[config.mk]
export PLATFORM = sky130hd
export DESIGN_NAME = icache_ctrl
export DESIGN_NICKNAME = d
export VERILOG_FILES = /design/src/icache_pkg.sv /design/src/icache_ctrl.sv
export VERILOG_INCLUDE_DIRS = /design/src /design/src/src
export SDC_FILE = /design/constraint.sdc
export NUM_CORES = 1
export LEC_CHECK = 0
export ABC_AREA = 0
export BUFFER_PORTS_ARGS = -buffer_cell sky130_fd_sc_hd__buf_2
export CAP_MARGIN = 20
export CORE_AREA = 2 2 320 322
export DETAILED_ROUTE_END_ITERATION = 7
export DIE_AREA = 0 0 322 324
export SYNTH_ARGS = -nofsm -noshare
export SYNTH_HDL_FRONTEND = slang
export SYNTH_SLANG_ARGS = --single-unit
[constraint.sdc]
create_clock -name clk -period 2.82 [get_ports clk]
set_input_delay 0.282 -clock clk [delete_from_list [all_inputs] [get_ports clk]]
set_output_delay 0.282 -clock clk [all_outputs]
set_load 0.005 [all_outputs]
[src/icache_defs.svh]
`ifndef ICACHE_DEFS_SVH
`define ICACHE_DEFS_SVH

// Physical address width in bits.
`define ICACHE_ADDR_W 32

// Number of sets per way.
`define ICACHE_SETS 64

// Associativity.
`define ICACHE_WAYS 4

// Line size in bytes.
`define ICACHE_LINE_BYTES 16

// Bus beats per line refill.
`define ICACHE_BEATS 4

`endif

[src/icache_pkg.sv]
`include "icache_defs.svh"

package icache_pkg;

	typedef logic [`ICACHE_ADDR_W-1:0] addr_t;
	typedef logic [31:0] word_t;
	typedef logic [`ICACHE_LINE_BYTES*8-1:0] line_t;

	// Address split into tag, set index, word offset and byte offset.
	typedef logic [$clog2(`ICACHE_SETS)-1:0] index_t;
	typedef logic [$clog2(`ICACHE_BEATS)-1:0] offset_t;
	typedef logic [`ICACHE_ADDR_W-$clog2(`ICACHE_SETS)-$clog2(`ICACHE_LINE_BYTES)-1:0] tag_t;

	// One-hot way select.
	typedef logic [`ICACHE_WAYS-1:0] way_t;

	typedef enum logic [2:0] {
		IDLE,
		LOOKUP,
		REFILL,
		WRITE,
		RESULT
	} ctrl_state_t;

endpackage

[src/icache_ctrl.sv]
`include "icache_defs.svh"

module icache_ctrl (
	input logic clk,
	input logic rst,

	input logic fetch_valid,
	input icache_pkg::addr_t fetch_addr,
	output logic fetch_ready,
	input logic flush,
	input logic ifid_ready,
	output icache_pkg::word_t inst,
	output logic inst_valid,

	output icache_pkg::index_t tag_index,
	output icache_pkg::tag_t tag_tag,
	input icache_pkg::way_t hit,
	input icache_pkg::way_t victim,
	output logic fill,

	output icache_pkg::way_t sram_en,
	output logic sram_we,
	output icache_pkg::index_t sram_index,
	output icache_pkg::line_t sram_wdata,
	input icache_pkg::line_t sram_rdata0,
	input icache_pkg::line_t sram_rdata1,
	input icache_pkg::line_t sram_rdata2,
	input icache_pkg::line_t sram_rdata3,

	output logic wb_cyc,
	output logic wb_stb,
	output logic wb_we,
	output icache_pkg::addr_t wb_adr,
	input icache_pkg::word_t wb_dat_i,
	input logic wb_ack
);

	localparam int IDX_LSB = $clog2(`ICACHE_LINE_BYTES);
	localparam int TAG_LSB = IDX_LSB + $bits(icache_pkg::index_t);
	localparam int WORD_W = $bits(icache_pkg::word_t);

	icache_pkg::ctrl_state_t state;
	icache_pkg::ctrl_state_t state_next;
	icache_pkg::addr_t addr_q;
	icache_pkg::addr_t look_addr;
	icache_pkg::offset_t beat;
	icache_pkg::offset_t word_sel;
	icache_pkg::way_t rd_way;
	icache_pkg::line_t line_buf;
	icache_pkg::line_t way_rdata;
	icache_pkg::word_t sram_word;
	icache_pkg::word_t inst_q;
	logic hold_q;
	logic drop_q;
	logic accept;
	logic consume;
	logic last_beat;

	assign fetch_ready = (state == icache_pkg::IDLE) || ((state == icache_pkg::RESULT) && consume);
	assign inst_valid = (state == icache_pkg::RESULT) && !flush;
	assign consume = inst_valid && ifid_ready;
	assign accept = fetch_valid && fetch_ready;

	// Look up the incoming request, else the one in flight.
	assign look_addr = fetch_ready ? fetch_addr : addr_q;
	assign tag_index = look_addr[TAG_LSB-1:IDX_LSB];
	assign tag_tag = look_addr[`ICACHE_ADDR_W-1:TAG_LSB];

	assign sram_index = tag_index;
	assign sram_we = (state == icache_pkg::WRITE);
	assign sram_wdata = line_buf;
	assign sram_en = (state == icache_pkg::WRITE) ? victim : (accept ? hit : '0);
	assign fill = (state == icache_pkg::WRITE);

	assign last_beat = (beat == icache_pkg::offset_t'(`ICACHE_BEATS - 1));
	assign wb_cyc = (state == icache_pkg::REFILL);
	assign wb_stb = (state == icache_pkg::REFILL);
	assign wb_we = 1'b0;
	assign wb_adr = {addr_q[`ICACHE_ADDR_W-1:IDX_LSB], beat, 2'b00};

	always_comb begin
		case (rd_way)
			4'b0001: way_rdata = sram_rdata0;
			4'b0010: way_rdata = sram_rdata1;
			4'b0100: way_rdata = sram_rdata2;
			4'b1000: way_rdata = sram_rdata3;
			default: way_rdata = '0;
		endcase
	end

	assign word_sel = addr_q[IDX_LSB-1:2];
	assign sram_word = way_rdata[word_sel*WORD_W +: WORD_W];
	assign inst = hold_q ? inst_q : sram_word;

	always_comb begin
		state_next = state;
		if (accept) begin
			state_next = (|hit) ? icache_pkg::RESULT : icache_pkg::LOOKUP;
		end else begin
			case (state)
				icache_pkg::LOOKUP: state_next = icache_pkg::REFILL;
				icache_pkg::REFILL: begin
					if (wb_ack && last_beat) begin
						state_next = icache_pkg::WRITE;
					end
				end
				// Line stays cached even when the result is dropped.
				icache_pkg::WRITE: begin
					state_next = (drop_q || flush) ? icache_pkg::IDLE : icache_pkg::RESULT;
				end
				icache_pkg::RESULT: begin
					if (flush || consume) begin
						state_next = icache_pkg::IDLE;
					end
				end
				default: state_next = icache_pkg::IDLE;
			endcase
		end
	end

	always_ff @(posedge clk) begin
		if (rst) begin
			state <= icache_pkg::IDLE;
			beat <= '0;
			rd_way <= '0;
			hold_q <= 1'b0;
			drop_q <= 1'b0;
		end else begin
			state <= state_next;
			if (accept) begin
				drop_q <= 1'b0;
			end else if (flush) begin
				drop_q <= 1'b1;
			end
			if (accept) begin
				rd_way <= hit;
			end else if (state == icache_pkg::WRITE) begin
				rd_way <= victim;
			end
			if (state == icache_pkg::LOOKUP) begin
				beat <= '0;
			end else if (wb_stb && wb_ack) begin
				beat <= beat + 1'b1;
			end
			hold_q <= inst_valid && !ifid_ready;
		end
	end

	always_ff @(posedge clk) begin
		if (accept) begin
			addr_q <= fetch_addr;
		end
		if (wb_stb && wb_ack) begin
			line_buf[beat*WORD_W +: WORD_W] <= wb_dat_i;
		end
		// Capture on the first stalled cycle.
		if (inst_valid && !hold_q) begin
			inst_q <= sram_word;
		end
	end

	a_stb_in_cyc: assert property (
		@(posedge clk) disable iff (rst)
		wb_stb |-> wb_cyc
	);

	a_no_result_in_refill: assert property (
		@(posedge clk) disable iff (rst)
		(state == icache_pkg::REFILL) |-> !inst_valid
	);

	// Beat request held until acked.
	a_beat_stable: assert property (
		@(posedge clk) disable iff (rst)
		(wb_stb && !wb_ack) |=> (wb_stb && $stable(wb_adr))
	);

endmodule

* After elaboration in Yosys (flattened, before gate mapping)
Index checks and enable logic that the tools add are counted.
** Storage, ports and cells
- Register bits :: 203
- Output and inout port bits :: 237
** Operators by class
- $add $sub $neg :: 2
- Eq/ne operators :: 11
- Shift-type cells :: 3
- Muxes and demuxes :: 14
- Reduce and logical (&&, ||, !) cells :: 20
** Operator list (number)
- $pmux 128 s4 :: 1
- $bwmux 128 :: 1
- $shift 32x34->128 const A :: 1
- $shiftx 128x8->32 :: 1
- $shiftx 32x34->128 :: 1
- $mux 32 :: 2
- $neg 7->34 :: 1
- $mux 4 :: 4
- $mux 3 :: 5
- $pmux 3 s4 :: 1
- $logic_and 1x1->1 :: 8
- $eq 3x2->1 const B :: 2
- $eq 4x1->1 const B :: 1
- $eq 4x2->1 const B :: 1
- $eq 4x3->1 const B :: 1
- $eq 4x4->1 const B :: 1
- $reduce_or 2->1 :: 2
- $reduce_or 4->1 :: 1
- $eq 3x1->1 const B :: 1
- $eq 3x3->1 const B :: 1
- $logic_not 1->1 :: 3
- $logic_not 3->1 :: 1
- $logic_or 1x1->1 :: 3
- $ne 3x1->1 const B :: 1
- other kinds (5) :: 5

* Depth between registers and ports, before layout
Gate-level depths: netlist of run 1.
- Depth after elaboration :: 8
- Mapped depth :: 8
- Mapped depth without buffers :: 5

* Worst setup path before layout of run 1
Ideal clock, no wire load.
- Path kind :: reg-to-reg
- Start point :: reg state[1]
- End point :: reg line_buf[100], in the netlist sram_wdata[100] (enable)
- Library setup time :: 393 ps
- Arrival time :: 1822 ps
- Required time :: 2427 ps
- Path slack :: 605 ps
- Cell stages (with the launch flop) :: 4
- Clock period less this slack :: 2215 ps
- Cell sequence :: dfxtp_1 -> clkbuf_1 -> nor3b_2 -> and3_1
** On the way
- Word-level cells in the longest chain between the ends :: 2
** Ends and longest elaborated chain
- start: declaration :: line icache_ctrl.sv:42 : icache_pkg::ctrl_state_t state;
- start signal: assignment :: line icache_ctrl.sv:123 : state <= icache_pkg::IDLE;
- start signal: assignment :: line icache_ctrl.sv:129 : state <= state_next;
- $eq 3x2->1
- via wb_cyc :: line icache_ctrl.sv:30 : output logic wb_cyc,
- $logic_and 1x1->1 :: line icache_ctrl.sv:153 : if (wb_stb && wb_ack) begin
- end signal: indexed assignment :: line icache_ctrl.sv:154 : line_buf[beat*WORD_W +: WORD_W] <= wb_dat_i;
- end: declaration :: line icache_ctrl.sv:49 : icache_pkg::line_t line_buf;
The timed path passes the listed nets, and every way through them passes these cells.
A chain may end at the register's enable or synchronous reset.

* Worst setup path after layout of run 1
- Start point :: reg rd_way[2]
- End point :: out inst[8]
** On the way
- Word-level cells in the longest chain between the ends :: 4
** Ends and longest elaborated chain
- start: declaration :: line icache_ctrl.sv:48 : icache_pkg::way_t rd_way;
- start signal: assignment :: line icache_ctrl.sv:136 : rd_way <= hit;
- start signal: assignment :: line icache_ctrl.sv:138 : rd_way <= victim;
- $eq 4x4->1 (tied with other cells) :: line icache_ctrl.sv:82 : case (rd_way)
- $pmux 128 s4 * :: line icache_ctrl.sv:82
- $shiftx 128x8->32 * :: line icache_ctrl.sv:92 : assign sram_word = way_rdata[word_sel*WORD_W +: WORD_W];
- $mux 32 * :: line icache_ctrl.sv:93 : assign inst = hold_q ? inst_q : sram_word;
- end: declaration :: line icache_ctrl.sv:12 : output icache_pkg::word_t inst,
Mark *: on every way between the ends. The rest lies on a longest branch, timed or not.

==> summary.md, run 1 <==
| Metric | Value |
|---|---|
| Status | `complete, but fails checks` |
| Failing checks | `setup timing` |
| Peak VDD IR | `0.384 mV` |
| First-pass DRT Iterations | `6` |
| Synthesized area per cell | `10.4 µm²` |
| Total Power | `9.44 mW` |
| Met3 WL post-DR | `9380 µm` |
| Post-route cell area | `22900 µm²` |
| Synthesized flop and latch total | `201` |
| Sequential area share after synthesis | `42.8%` |
| CP max FO | `9` |
| Horiz. Die Dim | `322 µm` |
| Ys flop type | `edfxtp_1` |
| Async SR Flop Fraction | `0%` |
| Critical Path RT | `2.54 ns` |
| Final Max Tran Viols | `0` |
| Vias per cell | `4.38` |
| Area growth, synth to finish | `65.5%` |
| Synth top area share | `41.2%` |
| Grt total ovfl | `0` |
| IO Port Bufs | `821` |
| GRT Total Usage | `18.4%` |
| Top Ports | `827` |
| Area occupied by multi-input gates | `7490 µm²` |
| Ranking of synthesized cells by area | `edfxtp_1, and3b_1, a32o_1` |
| Vias in the first global route | `15190` |
| R2R setup slack | `0.61 ns` |
| Final Hold Vio Count | `0` |
| HPWL after DPL | `79700 µm` |
| Post-Synthesis Cells | `1325` |
| Wirelength per Cell | `29.1 µm` |
| Worst-case reg-to-reg path depth | `3` |
| Layout cells sized above 1 | `53.7%` |
| CTS buffer count | `27` |
| Max_cap viols | `0` |
| Die Area | `104000 µm²` |
| Leak | `10.0 nW` |
| CTS H-tree depth | `1` |
| Met2 routed WL | `48400 µm` |
| Final WS setup | `-0.0728 ns` |
| DR top layer | `met5` |
| TritonCTS clock tree | `yes` |
| Top cells by instance count after synthesis | `and3b_1, edfxtp_1, o21ai_0, nor2_1, clkbuf_1` |
| Clk_skew | `0.0256 ns` |
| Fmax | `0.346 GHz` |
| Setup crit start kind | `flop` |
| Drt total wl | `104000 µm` |
| Hold Slack | `0.0834 ns` |
| Worst R2R Start | `state[1]` |
| Nets | `2811` |
| Hold Crit Class | `in2reg` |
| GP Congestion | `0.842` |
| R2R Path End | `sram_wdata[109]` |
| Worst relative slew slack | `46.7%` |
| DR iter-0 viols | `1076` |
| DRC Markers | `0` |
| WHS Endpoint | `state[2]` |
| Register area | `5940 µm²` |
| Count leader, synth | `and3b_1` |
| Worst Path Arrival | `2.61 ns` |
| PwrDens | `412 nW/µm²` |
| Wl on met1 | `42100 µm` |
| Worst Path Class, Setup | `reg2out` |
| HP Start | `fetch_valid` |
| Critical path capture point type | `output port` |
| DP Worst Slack | `0.180 ns` |
| Final Cycle Share | `103%` |
| Post-synth top area cell | `edfxtp_1` |
| Fillers | `11049` |
| CTS max path bufs | `3` |
| Worst slew pin tran | `0.796 ns` |
| Clock transition at the registers of the reported paths | `0.06 ns` |
| # rows | `117` |
| Die H | `324 µm` |
| Final Critical Period | `2.89 ns` |
| EDFF count, synth | `190` |
| Clock Sinks | `201` |
| Placed instance count | `3375` |
| Vias | `15621` |
| Initial Utilization | `13.7%` |
| Clk root buf | `clkbuf_16` |
| Synth Cell Area | `13800 µm²` |
| Area of placed instances | `19800 µm²` |
| Synth Warn # | `0` |
| First-pass GRT wire length | `131000 µm` |
| Worst Hold Path Cells | `3` |
| Worst-skew pair later-pin latency | `0.58 ns` |
| Count of cell types in the netlist | `45` |
| RSZ-0062 raised after global routing | `true` |
| Core area | `101000 µm²` |
| Antenna violations before repair | `59` |
| Setup violators final | `19` |
| Largest net degree at the start of global routing | `63` |
| Post-Layout Cell Count | `3569` |
| Final ANT Viol Nets | `0` |
## cell usage in the layout, fill, tap and decap left out, types with 8 or more instances in the layout
master,netlist,layout
o221ai_2,10,28
a221oi_2,0,16
a32o_1,64,21
mux2_2,28,28
clkbuf_16,0,34
buf_12,0,34
buf_16,0,12
o21ai_0,123,96
buf_6,8,19
buf_2,34,819
a32o_2,0,43
and2_1,34,33
o21ai_2,0,8
a221oi_1,64,43
mux2i_1,32,32
a22oi_1,62,43
nand2b_1,36,35
nand2_1,35,33
nor2_1,102,100
diode_2,0,24
edfxtp_1,190,190
o21ai_1,6,25
inv_1,13,13
a22oi_2,2,21
buf_4,42,83
dlygate4sd3_1,0,62
and3b_1,256,256
## layout make-up
cell class,instances,share of cell area (%)
diodes,24,0.262
clock buffers,34,3.15
clock inverters,15,0.431
inverters,14,0.229
multi-input cells,927,32.7
flip-flops and latches,201,25.9
well taps,1309,7.15
repair buffers,1045,30.2
## worst max-delay path: stages (launching register included)
cell,delay [ns]
dfxtp_4,0.41
nor4b_4,0.30
buf_4,0.17
buf_12,0.15
buf_4,0.15
a221oi_1,0.08
buf_4,0.14
a32o_2,0.25
o221ai_2,0.23
buf_2,0.17
## cell families (layout without fill, tap and decap cells)
group	after synthesis	in the layout	synth area share [%]
compound gates	371	371	20.3
buf+inv	199	1108	7.27
flops	201	201	42.8
xor+xnor	3	3	0.190
fa+ha+maj	5	5	0.452
simple gates	485	485	24.3
mux	60	60	4.59
other cells	1	27	0.0271
## where the power goes
| part | internal, mW | switching (mW) | total, mW |
|---|---|---|---|
| clock network | 1.82 | 1.49 | 3.30 |
| logic | 1.32 | 1.46 | 2.77 |
| registers | 3.33 | 0.0424 | 3.37 |
## stage by stage
stage | utilization, % | TNS (ns)
after detailed placement | 19.6 | 0
after floorplan | - | 0
after CTS | 22.1 | -2.79
after global placement | 19.6 | 0
after global routing | 22.7 | -4.41
final | 22.7 | -0.671
## sequential cells by signal, summed over array words and instances (netlist names)
signal      cells
inst_q         32
drop_q          1
addr_q         30
hold_q          1
sram_wdata    128
beat            2
state           3
rd_way          4
## worst max-delay path by stage
stage                                  to  cells after the start  slack (ns)       from
final                             inst[8]                      9       -0.07  rd_way[2]
after global routing              inst[8]                      9       -0.21  rd_way[3]
after CTS                        inst[14]                      9       -0.14  rd_way[3]
after detailed placement         inst[31]                      6        0.18  rd_way[3]
after global placement           inst[31]                      6        0.20  rd_way[3]
after floorplan           sram_wdata[100]                      3        0.60   state[1]
## timing repair
item,4_1_cts,5_1_grt
pin swaps,35,39
buffers inserted,35,13
hold buffers,62,0
gates resized for setup,164,54
setup endpoints to repair,32,33
cloned,11,7
endpoints found under the hold margin,63,0
## routing by layer
metal | vias up | track usage [%]
li1 | 6968 | -
met1 | 7584 | 22.5
met2 | 871 | 30.9
met3 | 178 | 5.66
met4 | 20 | 5.92
met5 | - | 0
Power figures use the tool's default switching activity.
==> inputs of run 2 (changes only) <==
- ABC_AREA: 0 -> 1
- CORE_AREA: 2 2 320 322 -> 2 2 323 325
- DIE_AREA: 0 0 322 324 -> 0 0 325 327
==> run 2 against run 1 <==
  * The flow still finishes with violations (setup timing)
  * Global-route usage down 0.40 points
  * Via count up 19%
  * Register-to-register slack worse by 0.62 ns
  * Non-clock buffer count up 16
  * Hold slack worse by 0.031 ns
  * Sequential share of layout area down 1.6 points
  * Sequential power about the same
  * Maximum frequency up 0.43%
  * Combinational power up 35%
  * Cell count up 24%
  * Routed wire length down 1.9%
==> summary.md, run 2 <==
| Metric | Value |
|---|---|
| Status | `complete, but fails checks` |
| Failing checks | `setup timing` |
| Final Hold Vio Count | `0` |
| Largest family of logic cells by synthesized area | `simple AND/OR/NAND/NOR gates` |
| Worst relative slew slack | `37.7%` |
| Vias | `18572` |
| Sequential area share after synthesis | `42.0%` |
| Placed instance count | `4238` |
| Synthesized flop and latch total | `201` |
| Wirelength per Cell | `23.0 µm` |
| Horiz. Die Dim | `325 µm` |
| Leak | `12.4 nW` |
| CTS H-tree depth | `1` |
| Crit-path cells | `nor2_4 -> buf_12 -> bufbuf_16 -> buf_12 -> nand3_1 -> nand2_1 -> nor2_1 -> buf_4 -> nand2_2 -> nand3_1 -> nand2_1 -> nand2_1 -> nand2_1 -> buf_6` |
| CTS max path bufs | `3` |
| Post-Synth Simple-Gate Area | `45.2%` |
| Post-Layout Cell Count | `4426` |
| Worst-case reg-to-reg path depth | `20` |
| Worst Path Arrival | `2.60 ns` |
| Slowest stage delay, CP | `0.36 ns` |
| DRC Markers | `0` |
| Layout cells sized above 1 | `43.1%` |
| Synth Warn # | `0` |
| Synth Area in Adders | `0.444%` |
| Vias per cell | `4.20` |
| Clock transition at the registers of the reported paths | `0.06 ns` |
| Compound-cell area share of the yosys netlist | `0.408%` |
| Top cells by instance count after synthesis | `nand2_1, nand3_1, nor2_1, edfxtp_1, inv_1` |
| Delay-heaviest family, CP | `buffers and inverters` |
| Count of cell types in the netlist | `24` |
| Die Area | `106000 µm²` |
| Slowest CP cell | `dfxtp_4` |
| GP Congestion | `0.940` |
| CTS buffer count | `23` |
| First-pass GRT wire length | `136000 µm` |
| DR iter-0 viols | `1460` |
| Count leader, synth | `nand2_1` |
| Final Cycle Share | `102%` |
| EDFF count, synth | `190` |
| IO Port Bufs | `821` |
| Hold Crit Class | `in2reg` |
| Post-synthesis mux area share | `0%` |
| CP Depth | `14` |
| Die H | `327 µm` |
| RSZ-0062 raised after global routing | `true` |
| Fmax | `0.347 GHz` |
| HPWL after DPL | `76300 µm` |
| Synthesized area per cell | `6.66 µm²` |
| Clk_skew | `0.0125 ns` |
| Critical Path RT | `2.54 ns` |
| Antenna violations before repair | `34` |
| Top Ports | `827` |
| CP Buf/Inv Count | `5` |
| Vias in the first global route | `17908` |
| Max reg flops | `128` |
| Final ANT Viol Nets | `0` |
| Most common cell after layout, fill and taps aside | `buf_2` |
| Setup crit start kind | `flop` |
| Final Critical Period | `2.88 ns` |
| Nets | `3609` |
| Worst slew pin tran | `0.928 ns` |
| Most frequent cells in the layout | `buf_2, nand2_1, nand3_1, nor2_1, edfxtp_1` |
| Core area | `103000 µm²` |
| Setup violators final | `17` |
| Final Max Tran Viols | `0` |
| Largest net degree at the start of global routing | `75` |
| Max_cap viols | `0` |
| Final WS setup | `-0.0605 ns` |
| Drt total wl | `102000 µm` |
| Worst path most repeated cell | `nand2_1` |
| Grt total ovfl | `0` |
| Area growth, synth to finish | `73.4%` |
| PwrDens | `417 nW/µm²` |
| Total Power | `10.2 mW` |
| TritonCTS clock tree | `yes` |
| Clock Sinks | `201` |
| Worst-skew pair later-pin latency | `0.55 ns` |
| Worst Path Class, Setup | `reg2out` |
| Initial Utilization | `13.7%` |
| GRT Total Usage | `18.1%` |
| Ranking of synthesized cells by area | `edfxtp_1, nand3_1, nand2_1` |
| Ys flop type | `edfxtp_1` |
| # rows | `118` |
| Clk root buf | `clkbuf_16` |
| Post-synth top area cell | `edfxtp_1` |
| First-pass DRT Iterations | `7` |
| Critical path capture point type | `output port` |
| Xor-xnor portion of the synthesized cell area | `0%` |
| CP max FO | `17` |
| Post-Route Utilization | `23.7%` |
| Synth Cell Area | `14100 µm²` |
| Post-Synthesis Cells | `2116` |
| Peak VDD IR | `0.419 mV` |
| Async SR Flop Fraction | `0%` |
| Worst Hold Path Cells | `3` |
| Synth top area share | `40.5%` |
[run 2: changes by cell type after synthesis, moves of 118 or more]
cell / previous run / this run
and3b_1: 256 / 0
inv_1: 13 / 179
nand2_1: 35 / 650
nand3_1: 6 / 515
nor2_1: 102 / 345
o21ai_0: 123 / 5
[run 2: repair_timing]
item / in CTS / in global routing
cloned: 24 / 8
pin swaps: 66 / 70
resized for setup: 313 / 88
endpoints found under the hold margin: 30 / 0
endpoints found under the setup margin: 32 / 34
hold buffers: 30 / 0
buffers inserted: 55 / 18
[run 2: path summary, 6_finish.rpt]
kind,to,slack [ns],start
hold reg to reg,drop_q,0.56,drop_q
setup / recovery,inst[25],-0.06,rd_way[0]
setup reg to reg,inst_q[12],-0.01,rd_way[0]
hold / removal,sram_wdata[27],0.05,wb_dat_i[27]
[run 2: cells by family after synthesis]
logic type	Yosys count
other	1
AND/OR/NAND/NOR	1519
flip-flops	201
buffers and inverters	380
AO/OA/AOI/OAI	10
adder cells (fa/ha/maj)	5
[run 2: worst reg2reg max path: stages (launching register included)]
cell	delay [ns]
dfxtp_4	0.38
nor2_4	0.05
buf_12	0.14
buf_16	0.16
buf_16	0.17
buf_12	0.16
buf_12	0.14
nand3_2	0.07
nand2_1	0.06
nor2_2	0.09
nand2_2	0.10
nand3_2	0.08
nand2_2	0.06
buf_4	0.13
buf_4	0.12
buf_4	0.12
buf_4	0.12
buf_4	0.12
buf_4	0.12
buf_4	0.12
buf_4	0.12
[run 2: per-stage QoR]
step | worst slack (ns) | cell area (µm²) | hold WS (ns) | setup TNS (ns)
2_1_floorplan | -0.0404 | 14100 | 0.381 | -3.88
3_3_place_gp | 0.0717 | 20200 | 0.465 | 0
3_5_place_dp | 0.0484 | 20200 | 0.471 | 0
4_1_cts | -0.0814 | 23800 | 0.0237 | -1.68
5_1_grt | -0.208 | 24400 | 0.0510 | -4.21
6_report | -0.0605 | 24400 | 0.0521 | -0.374
[run 2: per-layer routing]
metal | wire length, µm | up-vias | GRT usage, %
met5 | 107 | - | 0
met4 | 3840 | 16 | 5.11
met3 | 7640 | 194 | 4.10
met2 | 47500 | 1033 | 30.5
met1 | 42600 | 8735 | 23.0
li1 | - | 8594 | -
[run 2: power breakdown]
group	internal [mW]	total [mW]	switching, mW
clock	1.78	3.09	1.31
sequential	3.33	3.36	0.0320
combinational	1.61	3.75	2.14
[run 2: cell type report]
cell class	instances	area, µm²
antenna	17	42.5
clock buffer	32	639
clock inverter	8	118
fill	11476	78500
inverter	190	718
multi-input combinational	1537	7600
sequential	201	5940
tap	1380	1730
timing repair buffer	1061	7650
